`src/verilog/lc3b_consts.svh`:
```
`ifndef LC3B_CONSTS_SVH
`define LC3B_CONSTS_SVH

// data and address word of the datapath.
`define LC3B_WORD_WIDTH 16

// register file index.
`define LC3B_REG_WIDTH 3

// shift amount held in the low bits of an operate instruction.
`define LC3B_SHAMT_WIDTH 4

`endif

```
`src/verilog/lc3b_types.sv`:
```
`default_nettype none

`include "lc3b_consts.svh"

package lc3b_types;

    typedef logic [`LC3B_WORD_WIDTH-1:0] lc3b_word;
    typedef logic [`LC3B_REG_WIDTH-1:0] lc3b_reg;
    typedef logic [2:0] lc3b_nzp;

    typedef enum logic [3:0] {
        op_br   = 4'b0000,
        op_add  = 4'b0001,
        op_ldb  = 4'b0010,
        op_stb  = 4'b0011,
        op_jsr  = 4'b0100,
        op_and  = 4'b0101,
        op_ldr  = 4'b0110,
        op_str  = 4'b0111,
        op_rti  = 4'b1000,
        op_not  = 4'b1001,
        op_ldi  = 4'b1010,
        op_sti  = 4'b1011,
        op_jmp  = 4'b1100,
        op_shf  = 4'b1101,
        op_lea  = 4'b1110,
        op_trap = 4'b1111
    } lc3b_opcode;

    typedef enum logic [2:0] {
        alu_add,
        alu_and,
        alu_not,
        alu_pass,
        alu_sll,
        alu_srl,
        alu_sra
    } lc3b_aluop;

    typedef struct packed {
        lc3b_opcode opcode;
        lc3b_aluop  aluop;
        logic       load_cc;
        logic       load_regfile;
        logic       branch_stall;
        logic       mem_read;
        logic       mem_write;
        logic       sr1_needed;
        logic       sr2_needed;
        logic       lshf_enable;
        logic [1:0] sr2mux_sel;     // register, imm5 or imm4.
        logic       addr1mux_sel;   // npc or sr1.
        logic [1:0] addr2mux_sel;   // zero, off6, off9 or off11.
        logic       memaddrmux_sel; // adder or trap vector.
    } lc3b_control_word;

    typedef struct packed {
        lc3b_opcode opcode;
        lc3b_reg    dr;
        lc3b_reg    sr1;
        logic       imm;
        logic [4:0] imm5;
    } lc3b_operate_fmt;

    typedef struct packed {
        lc3b_opcode opcode;
        lc3b_reg    dr;
        lc3b_reg    base;
        logic [5:0] offset6;
    } lc3b_memory_fmt;

    typedef union packed {
        lc3b_operate_fmt op;
        lc3b_memory_fmt  mem;
    } lc3b_instr;

endpackage : lc3b_types

`default_nettype wire

```
`src/verilog/addr_gen.sv`:
```
`timescale 1ns/10ps
`default_nettype none

`include "lc3b_consts.svh"

module addr_gen
(
    input  logic                  addr1mux_sel,
    input  logic [1:0]            addr2mux_sel,
    input  logic                  lshf_enable,
    input  logic                  memaddrmux_sel,
    input  lc3b_types::lc3b_word  npc,
    input  lc3b_types::lc3b_word  base,
    input  lc3b_types::lc3b_instr instr,
    output lc3b_types::lc3b_word  address
);

    import lc3b_types::*;

    logic [8:0]  off9;
    logic [10:0] off11;
    logic [7:0]  trapvect8;
    lc3b_word    addr1;
    lc3b_word    offset;
    lc3b_word    shifted;
    lc3b_word    trap_addr;

    // the wider offsets reach up into the base and dr slots.
    assign off9      = {instr.mem.base, instr.mem.offset6};
    assign off11     = {instr.mem.dr[1:0], instr.mem.base, instr.mem.offset6};
    assign trapvect8 = {instr.mem.base[1:0], instr.mem.offset6};

    assign addr1 = addr1mux_sel ? base : npc;

    always_comb
    begin
        case (addr2mux_sel)
            2'b01:
            begin
                offset = {{(`LC3B_WORD_WIDTH-6){instr.mem.offset6[5]}}, instr.mem.offset6};
            end
            2'b10:
            begin
                offset = {{(`LC3B_WORD_WIDTH-9){off9[8]}}, off9};
            end
            2'b11:
            begin
                offset = {{(`LC3B_WORD_WIDTH-11){off11[10]}}, off11};
            end
            default:
            begin
                offset = '0;
            end
        endcase
    end

    // word accesses and branches scale the offset to bytes.
    assign shifted = lshf_enable ? {offset[`LC3B_WORD_WIDTH-2:0], 1'b0} : offset;

    assign trap_addr = {{(`LC3B_WORD_WIDTH-9){1'b0}}, trapvect8, 1'b0};

    assign address = memaddrmux_sel ? trap_addr : addr1 + shifted;

endmodule : addr_gen

`default_nettype wire

```
`src/verilog/alu.sv`:
```
`timescale 1ns/10ps
`default_nettype none

`include "lc3b_consts.svh"

module alu
(
    input  lc3b_types::lc3b_aluop aluop,
    input  logic [1:0]            sr2mux_sel,
    input  lc3b_types::lc3b_word  a,
    input  lc3b_types::lc3b_word  b_reg,
    input  lc3b_types::lc3b_instr instr,
    output lc3b_types::lc3b_word  f
);

    import lc3b_types::*;

    lc3b_word                     b;
    logic [`LC3B_SHAMT_WIDTH-1:0] shamt;

    assign shamt = b[`LC3B_SHAMT_WIDTH-1:0];

    // second operand.
    always_comb
    begin
        case (sr2mux_sel)
            2'b01: b = {{(`LC3B_WORD_WIDTH-5){instr.op.imm5[4]}}, instr.op.imm5};
            2'b10: b = {{(`LC3B_WORD_WIDTH-`LC3B_SHAMT_WIDTH){1'b0}},
                        instr.op.imm5[`LC3B_SHAMT_WIDTH-1:0]};
            default: b = b_reg;
        endcase
    end

    always_comb
    begin
        case (aluop)
            alu_add: f = a + b;
            alu_and: f = a & b;
            alu_not: f = ~a;
            alu_sll: f = a << shamt;
            alu_srl: f = a >> shamt;
            alu_sra: f = $signed(a) >>> shamt;
            default: f = a;
        endcase
    end

    // decode never emits the fourth operand code.
    always_comb
    begin
        assert final (sr2mux_sel != 2'b11)
            else $error("alu: unused sr2mux_sel code %b", sr2mux_sel);
    end

endmodule : alu

`default_nettype wire

```
`src/verilog/ex_mem_latch.sv`:
```
`timescale 1ns/10ps
`default_nettype none

module ex_mem_latch
(
    input  logic                         clk,
    input  logic                         rst,
    input  logic                         load,

    input  lc3b_types::lc3b_word         address,
    input  lc3b_types::lc3b_control_word cw,
    input  lc3b_types::lc3b_word         npc,
    input  lc3b_types::lc3b_nzp          cc,
    input  lc3b_types::lc3b_word         result,
    input  lc3b_types::lc3b_word         ir,
    input  lc3b_types::lc3b_reg          dr,
    input  logic                         valid,

    output lc3b_types::lc3b_word         mem_address,
    output lc3b_types::lc3b_control_word mem_cw,
    output lc3b_types::lc3b_word         mem_npc,
    output lc3b_types::lc3b_nzp          mem_cc,
    output lc3b_types::lc3b_word         mem_result,
    output lc3b_types::lc3b_word         mem_ir,
    output lc3b_types::lc3b_reg          mem_dr_out,
    output logic                         mem_valid
);

    // control side.
    always_ff @(posedge clk)
    begin
        if (rst)
        begin
            mem_valid <= 1'b0;
            mem_cw    <= '0;
        end
        else if (load)
        begin
            mem_valid <= valid;
            mem_cw    <= cw;
        end
    end

    always_ff @(posedge clk)
    begin
        if (load)
        begin
            mem_address <= address;
            mem_npc     <= npc;
            mem_cc      <= cc;
            mem_result  <= result;
            mem_ir      <= ir;
            mem_dr_out  <= dr;
        end
    end

    assert property (@(posedge clk) rst |=> !mem_valid)
        else $error("ex_mem_latch: valid set right after reset");

endmodule : ex_mem_latch

`default_nettype wire

```
`src/verilog/ex_pipeline.sv`:
```
`timescale 1ns/10ps
`default_nettype none

module ex_pipeline
(
    input  logic                         clk,
    input  logic                         rst,

    input  lc3b_types::lc3b_word         npc_in,
    input  lc3b_types::lc3b_control_word cw_in,
    input  lc3b_types::lc3b_word         ir_in,
    input  lc3b_types::lc3b_word         sr1,
    input  lc3b_types::lc3b_word         sr2,
    input  lc3b_types::lc3b_nzp          cc_in,
    input  lc3b_types::lc3b_reg          dr_in,
    input  lc3b_types::lc3b_reg          sr1_reg_in,
    input  lc3b_types::lc3b_reg          sr2_reg_in,
    input  logic                         valid_in,
    input  lc3b_types::lc3b_opcode       next_opcode,
    input  lc3b_types::lc3b_reg          mem_dr,
    input  logic                         wb_ld_cc,
    input  logic                         mem_stall,
    input  logic                         mem_br_stall,
    input  logic                         icache_stall,

    output lc3b_types::lc3b_word         mem_address,
    output lc3b_types::lc3b_control_word mem_cw,
    output lc3b_types::lc3b_word         mem_npc,
    output lc3b_types::lc3b_nzp          mem_cc,
    output lc3b_types::lc3b_word         mem_result,
    output lc3b_types::lc3b_word         mem_ir,
    output lc3b_types::lc3b_reg          mem_dr_out,
    output logic                         mem_valid,
    output logic                         ex_load_cc,
    output logic                         ex_load_regfile,
    output logic                         execute_br_stall,
    output logic                         execute_indirect_stall,
    output logic                         leapfrog_load,
    output logic                         leapfrog_stall
);

    import lc3b_types::*;

    lc3b_word         ex_address;
    lc3b_control_word ex_cw;
    lc3b_word         ex_npc;
    lc3b_nzp          ex_cc;
    lc3b_word         ex_result;
    lc3b_word         ex_ir;
    lc3b_reg          ex_dr;
    logic             ex_valid;
    logic             load_mem;

    execute execute_i
    (
        .clk(clk),
        .npc_in(npc_in),
        .cw_in(cw_in),
        .ir_in(ir_in),
        .sr1(sr1),
        .sr2(sr2),
        .cc_in(cc_in),
        .dr_in(dr_in),
        .sr1_reg_in(sr1_reg_in),
        .sr2_reg_in(sr2_reg_in),
        .valid_in(valid_in),
        .next_opcode(next_opcode),
        .mem_dr(mem_dr),
        .wb_ld_cc(wb_ld_cc),
        .mem_stall(mem_stall),
        .mem_br_stall(mem_br_stall),
        .icache_stall(icache_stall),
        .address(ex_address),
        .cw(ex_cw),
        .npc(ex_npc),
        .cc(ex_cc),
        .result(ex_result),
        .ir(ex_ir),
        .dr(ex_dr),
        .valid(ex_valid),
        .load_mem(load_mem),
        .ex_load_cc(ex_load_cc),
        .ex_load_regfile(ex_load_regfile),
        .execute_br_stall(execute_br_stall),
        .execute_indirect_stall(execute_indirect_stall),
        .leapfrog_load(leapfrog_load),
        .leapfrog_stall(leapfrog_stall)
    );

    ex_mem_latch ex_mem_latch_i
    (
        .clk(clk),
        .rst(rst),
        .load(load_mem),
        .address(ex_address),
        .cw(ex_cw),
        .npc(ex_npc),
        .cc(ex_cc),
        .result(ex_result),
        .ir(ex_ir),
        .dr(ex_dr),
        .valid(ex_valid),
        .mem_address(mem_address),
        .mem_cw(mem_cw),
        .mem_npc(mem_npc),
        .mem_cc(mem_cc),
        .mem_result(mem_result),
        .mem_ir(mem_ir),
        .mem_dr_out(mem_dr_out),
        .mem_valid(mem_valid)
    );

endmodule : ex_pipeline

`default_nettype wire

```
`src/verilog/ex_stall_logic.sv`:
```
`timescale 1ns/10ps
`default_nettype none

module ex_stall_logic
(
    input  logic valid_in,
    input  logic mem_stall,
    input  logic mem_br_stall,
    input  logic icache_stall,
    input  logic leapfrog_stall,
    output logic valid,
    output logic load_mem
);

    logic back_pressure;
    logic squash;

    // the latch holds while memory or the icache is busy.
    assign back_pressure = mem_stall || icache_stall;
    assign load_mem = !back_pressure;

    // a branch resolving in memory flushes this slot.
    assign squash = mem_br_stall || leapfrog_stall;
    assign valid = valid_in && !squash;

endmodule : ex_stall_logic

`default_nettype wire

```
`src/verilog/execute.sv`:
```
`timescale 1ns/10ps
`default_nettype none

module execute
(
    input  logic                         clk,

    input  lc3b_types::lc3b_word         npc_in,
    input  lc3b_types::lc3b_control_word cw_in,
    input  lc3b_types::lc3b_word         ir_in,
    input  lc3b_types::lc3b_word         sr1,
    input  lc3b_types::lc3b_word         sr2,
    input  lc3b_types::lc3b_nzp          cc_in,
    input  lc3b_types::lc3b_reg          dr_in,
    input  lc3b_types::lc3b_reg          sr1_reg_in,
    input  lc3b_types::lc3b_reg          sr2_reg_in,
    input  logic                         valid_in,
    input  lc3b_types::lc3b_opcode       next_opcode,
    input  lc3b_types::lc3b_reg          mem_dr,
    input  logic                         wb_ld_cc,
    input  logic                         mem_stall,
    input  logic                         mem_br_stall,
    input  logic                         icache_stall,

    output lc3b_types::lc3b_word         address,
    output lc3b_types::lc3b_control_word cw,
    output lc3b_types::lc3b_word         npc,
    output lc3b_types::lc3b_nzp          cc,
    output lc3b_types::lc3b_word         result,
    output lc3b_types::lc3b_word         ir,
    output lc3b_types::lc3b_reg          dr,
    output logic                         valid,
    output logic                         load_mem,
    output logic                         ex_load_cc,
    output logic                         ex_load_regfile,
    output logic                         execute_br_stall,
    output logic                         execute_indirect_stall,
    output logic                         leapfrog_load,
    output logic                         leapfrog_stall
);

    import lc3b_types::*;

    lc3b_instr        instr;
    lc3b_control_word ldr_cw;
    lc3b_control_word str_cw;

    assign instr = ir_in;

    assign npc = npc_in;
    assign cc  = cc_in;
    assign ir  = ir_in;
    assign dr  = dr_in;

    // second trip of an indirect access, base plus off6.
    always_comb
    begin
        ldr_cw = '0;
        ldr_cw.opcode = op_ldr;
        ldr_cw.aluop = alu_pass;
        ldr_cw.load_cc = 1'b1;
        ldr_cw.load_regfile = 1'b1;
        ldr_cw.mem_read = 1'b1;
        ldr_cw.addr1mux_sel = 1'b1;
        ldr_cw.addr2mux_sel = 2'b01;
        ldr_cw.sr1_needed = 1'b1;

        str_cw = '0;
        str_cw.opcode = op_str;
        str_cw.aluop = alu_pass;
        str_cw.mem_write = 1'b1;
        str_cw.addr1mux_sel = 1'b1;
        str_cw.addr2mux_sel = 2'b01;
        str_cw.sr1_needed = 1'b1;
    end

    always_comb
    begin
        execute_indirect_stall = 1'b0;
        cw = cw_in;
        if (next_opcode == op_ldi)
        begin
            execute_indirect_stall = 1'b1;
            cw = ldr_cw;
        end
        else if (next_opcode == op_sti)
        begin
            execute_indirect_stall = 1'b1;
            cw = str_cw;
        end
    end

    assign ex_load_cc       = valid_in && cw_in.load_cc;
    assign ex_load_regfile  = valid_in && cw_in.load_regfile;
    assign execute_br_stall = valid_in && cw_in.branch_stall;

    alu alu_i
    (
        .aluop(cw_in.aluop),
        .sr2mux_sel(cw_in.sr2mux_sel),
        .a(sr1),
        .b_reg(sr2),
        .instr(instr),
        .f(result)
    );

    addr_gen addr_gen_i
    (
        .addr1mux_sel(cw_in.addr1mux_sel),
        .addr2mux_sel(cw_in.addr2mux_sel),
        .lshf_enable(cw_in.lshf_enable),
        .memaddrmux_sel(cw_in.memaddrmux_sel),
        .npc(npc_in),
        .base(sr1),
        .instr(instr),
        .address(address)
    );

    leapfrog_logic leapfrog_logic_i
    (
        .mem_stall(mem_stall),
        .valid_in(valid_in),
        .cw(cw_in),
        .sr1_reg(sr1_reg_in),
        .sr2_reg(sr2_reg_in),
        .mem_dr(mem_dr),
        .wb_ld_cc(wb_ld_cc),
        .leapfrog_load(leapfrog_load),
        .leapfrog_stall(leapfrog_stall)
    );

    ex_stall_logic ex_stall_logic_i
    (
        .valid_in(valid_in),
        .mem_stall(mem_stall),
        .mem_br_stall(mem_br_stall),
        .icache_stall(icache_stall),
        .leapfrog_stall(leapfrog_stall),
        .valid(valid),
        .load_mem(load_mem)
    );

    // the rewritten word must send the indirect pointer back to memory.
    assert property (@(posedge clk) execute_indirect_stall |-> (cw.mem_read || cw.mem_write))
        else $error("execute: indirect rewrite without a memory access");

endmodule : execute

`default_nettype wire

```
`src/verilog/leapfrog_logic.sv`:
```
`timescale 1ns/10ps
`default_nettype none

module leapfrog_logic
(
    input  logic                         mem_stall,
    input  logic                         valid_in,
    input  lc3b_types::lc3b_control_word cw,
    input  lc3b_types::lc3b_reg          sr1_reg,
    input  lc3b_types::lc3b_reg          sr2_reg,
    input  lc3b_types::lc3b_reg          mem_dr,
    input  logic                         wb_ld_cc,
    output logic                         leapfrog_load,
    output logic                         leapfrog_stall
);

    import lc3b_types::*;

    logic src_conflict;
    logic uses_memory;
    logic cc_hazard;

    assign src_conflict = (cw.sr1_needed && (sr1_reg == mem_dr)) ||
                          (cw.sr2_needed && (sr2_reg == mem_dr));

    assign uses_memory = cw.mem_read || cw.mem_write;

    // a branch has to see the codes writeback is about to set.
    assign cc_hazard = (cw.opcode == op_br) && wb_ld_cc;

    assign leapfrog_load = mem_stall && valid_in && !uses_memory &&
                           !src_conflict && !cc_hazard;

    assign leapfrog_stall = mem_stall && valid_in && !leapfrog_load;

    always_comb
    begin
        assert final (!(leapfrog_load && leapfrog_stall))
            else $error("leapfrog_logic: load and stall raised together");
    end

endmodule : leapfrog_logic

`default_nettype wire

```
`config.mk`:
```
export PLATFORM = sky130hd
export DESIGN_NAME = ex_pipeline
export DESIGN_NICKNAME = d
export VERILOG_FILES = /design/src/verilog/lc3b_types.sv /design/src/verilog/addr_gen.sv /design/src/verilog/alu.sv /design/src/verilog/ex_mem_latch.sv /design/src/verilog/ex_pipeline.sv /design/src/verilog/ex_stall_logic.sv /design/src/verilog/execute.sv /design/src/verilog/leapfrog_logic.sv
export VERILOG_INCLUDE_DIRS = /design/src /design/src/verilog
export SDC_FILE = /design/constraint.sdc
export NUM_CORES = 1
export LEC_CHECK = 0
export ABC_AREA = 1
export CORE_ASPECT_RATIO = 1.25
export CORE_MARGIN = 2
export CORE_UTILIZATION = 30
export DETAILED_ROUTE_END_ITERATION = 10
export DONT_BUFFER_PORTS = 1
export HOLD_SLACK_MARGIN = 0.06
export PLACE_DENSITY_LB_ADDON = 0.1
export SKIP_CTS_REPAIR_TIMING = 1
export SYNTH_ARGS = -nofsm -noshare
export SYNTH_HDL_FRONTEND = slang
export SYNTH_SLANG_ARGS = --single-unit
export TNS_END_PERCENT = 5
```
`constraint.sdc`:
```
create_clock -name clk -period 7.1 [get_ports clk]
set_clock_uncertainty 0.2 [all_clocks]
set_input_delay 1.42 -clock clk [delete_from_list [all_inputs] [get_ports clk]]
set_output_delay 1.42 -clock clk [all_outputs]
set_load 0.005 [all_outputs]
```
==> impl_metrics.json <==
{
  "finalHoldViolCount": 0,
  "timing.fmax_mhz": 214,
  "die_area_um2": 26600,
  "fp-row-count": 65,
  "cts_tree": "yes",
  "antenna_left": 0,
  "clock_path_buffers": 2,
  "diodes": 0,
  "min_period_ps": 4670,
  "avgRoutedWirePerCell_um": 19.8,
  "avgViaCountPerCell": 5.24,
  "critical_path_arrival_ps": 4560,
  "synth_seq_cells": 92,
  "synthToLayoutAreaGrowth_pct": 7.49,
  "drive_above_1_share": 0.0560,
  "final_area_um2": 8150,
  "ys_warn_count": 0,
  "grtUsageTotal": 0.207,
  "synth.avg_cell_area_um2": 6.88,
  "yosysSeqAreaShare": 0.335,
  "endpoint_kind": "flop",
  "setup_tns_ps": 0,
  "grt_max_degree": 54,
  "synthTopCellsByArea": "edfxtp_1 28%, nand2_1 15%, nand3_1 11%",
  "io_buffers": 0,
  "cp_max_fo": 29,
  "place_area_um2": 7850,
  "status": "complete, no violations",
  "synth_top_area_share": 0.277,
  "grt_pass1_wl_um": 42400,
  "drt-initial-drc-count": 612,
  "netlist_area_um2": 7590,
  "ir_drop_mv": 0.0928,
  "layout.cells.non_filler": 1424,
  "synth_top_area_cell": "edfxtp_1",
  "cts.sinks": 92,
  "first_pass_iters": 5,
  "crit_type": "input pin to flop",
  "place_inst": 1408,
  "synth_nets": 1251,
  "cts_buffers": 9,
  "fp.coreArea_um2": 25000,
  "grt-ovfl-total": 0,
  "drc": 0,
  "ys_types": 49,
  "start_util": 0.303,
  "vias": 7461,
  "fin_nets": 1232,
  "grt_pass1_vias": 7040,
  "postSynthCellCount": 1103,
  "root_buffer": "clkbuf_16",
  "hold_class": "flop to flop",
  "powerDensity_nw_per_um2": 209,
  "dp_hpwl_um": 22700,
  "gp_congestion": 0.912,
  "synth_edf_count": 70,
  "ys.flop_type": "edfxtp_1",
  "synthArstFlopShare": 0,
  "setup_viol": 0,
  "clk_pin_slew_ps": 70,
  "required_ps": 7000,
  "dieWidth_um": 146,
  "period_share": 0.657,
  "slew_viol_final": 0,
  "antenna_found_initial": 0,
  "die-height_um": 182,
  "io_pins": 209,
  "crit_path_start_kind": "input pin",
  "slew_headroom": 0.394,
  "htree_num_levels": 3,
  "wl_um": 28200,
  "timing.max_cap.violations": 0,
  "worstMarginPinSlew_ps": 903,
  "clock_latency_ps": 360,
  "rsz0062_at_grt": "false",
  "p_leak_nw": 3.81
}
## registers in the layout, summed over array words and instances (netlist names)
signal / cells
ex_mem_latch_i.mem_dr_out: 3
ex_mem_latch_i.mem_npc: 16
ex_mem_latch_i.mem_address: 16
ex_mem_latch_i.mem_ir: 16
ex_mem_latch_i.mem_result: 16
ex_mem_latch_i.mem_valid: 1
ex_mem_latch_i.mem_cw: 21
ex_mem_latch_i.mem_cc: 3
## cell usage in the layout (no fill, tap or decap), types with 4 or more instances in the layout
cell and n:
a21oi_1 72, a221oi_1 4, a31oi_1 7, buf_4 5
clkbuf_16 10, dfxtp_1 22, edfxtp_1 70, ha_1 35
inv_1 125, nand2_1 302, nand2_2 4, nand3_1 161
nand3_2 21, nand3b_1 4, nand4_1 16, nor2_1 78
nor3_1 7, o211ai_1 4, o21ai_0 85, o21bai_1 5
xnor2_1 5
## metrics by stage
stage,worst slack [ps],util,hold WS [ps],power [mW]
after floorplan,2590,-,256,1.07
after global placement,2130,0.313,282,1.21
after detailed placement,2080,0.313,283,1.21
after CTS,2470,0.326,295,1.72
after global routing,2220,0.326,313,1.81
final,2430,0.326,288,1.70
## final cells by class
class,instances,area (um2)
fillers,2844,16900
inverters,130,488
flip-flops and latches,92,2540
repair buffers,5,37.5
multi-input cells,846,4360
well taps,335,419
clock inverters,6,58.8
clock buffers,10,250
## final timing paths
| check | from | end | slack (ps) | depth (start not counted) |
|---|---|---|---|---|
| worst min register to register | ex_mem_latch_i.mem_valid$_SDFFE_PP0N_ | ex_mem_latch_i.mem_valid$_SDFFE_PP0N_ | 290 | 2 |
| worst max register to register | ex_mem_latch_i.mem_cw[1]$_SDFFE_PP0N_ | ex_mem_latch_i.mem_cw[1]$_SDFFE_PP0N_ | 6180 | 2 |
| worst min-delay path | ex_mem_latch_i.mem_valid$_SDFFE_PP0N_ | ex_mem_latch_i.mem_valid$_SDFFE_PP0N_ | 290 | 2 |
| worst max-delay path | cw_in[4] | ex_mem_latch_i.mem_result[12]$_DFFE_PN_ | 2430 | 17 |
## synthesized netlist by cell type, types with 7 or more instances
library cell,number
a21oi_1,72
a31oi_1,7
buf_2,11
clkbuf_1,15
dfxtp_1,22
edfxtp_1,70
ha_1,35
inv_1,125
nand2_1,302
nand3_1,161
nand3_2,21
nand4_1,16
nor2_1,79
nor3_1,7
o21ai_0,86
## worst max-delay path, cell delays in order
cell,delay (ps)
inv_1,20
ha_1,400
inv_2,270
nand2_1,130
nand2_1,70
buf_4,330
inv_2,330
ha_1,440
nand2_1,90
o21ai_0,420
nand3_1,170
nand3_1,130
nand2_1,50
nand3_1,60
nand2_1,60
inv_1,60
nand4_1,80
## power breakdown
group          leakage [nW]  total [mW]  switching, mW  internal, mW
Clock                 0.150       0.504          0.237         0.267
Combinational          2.83       0.543          0.375         0.168
Sequential            0.828       0.656         0.0256         0.630
## metal layers
| metal | wire length (um) | up-vias | GRT usage |
|---|---|---|---|
| li1 | - | 3684 | - |
| met1 | 11400 | 3463 | 0.244 |
| met2 | 14400 | 274 | 0.372 |
| met3 | 1600 | 40 | 0.0430 |
| met4 | 805 | 0 | 0.0730 |
| met5 | 0 | - | 0 |
## cells by family after synthesis
family	count (synthesis)	share of synthesized area
AOI/OAI and AO/OA	195	0.142
xor gates and xnor gates	7	0.00808
adders and majority gates	37	0.0630
buffers and inverters	165	0.0914
DFF	92	0.335
muxes	2	0.00264
and+or+nand+nor	605	0.358
Power figures use the tool's default switching activity.
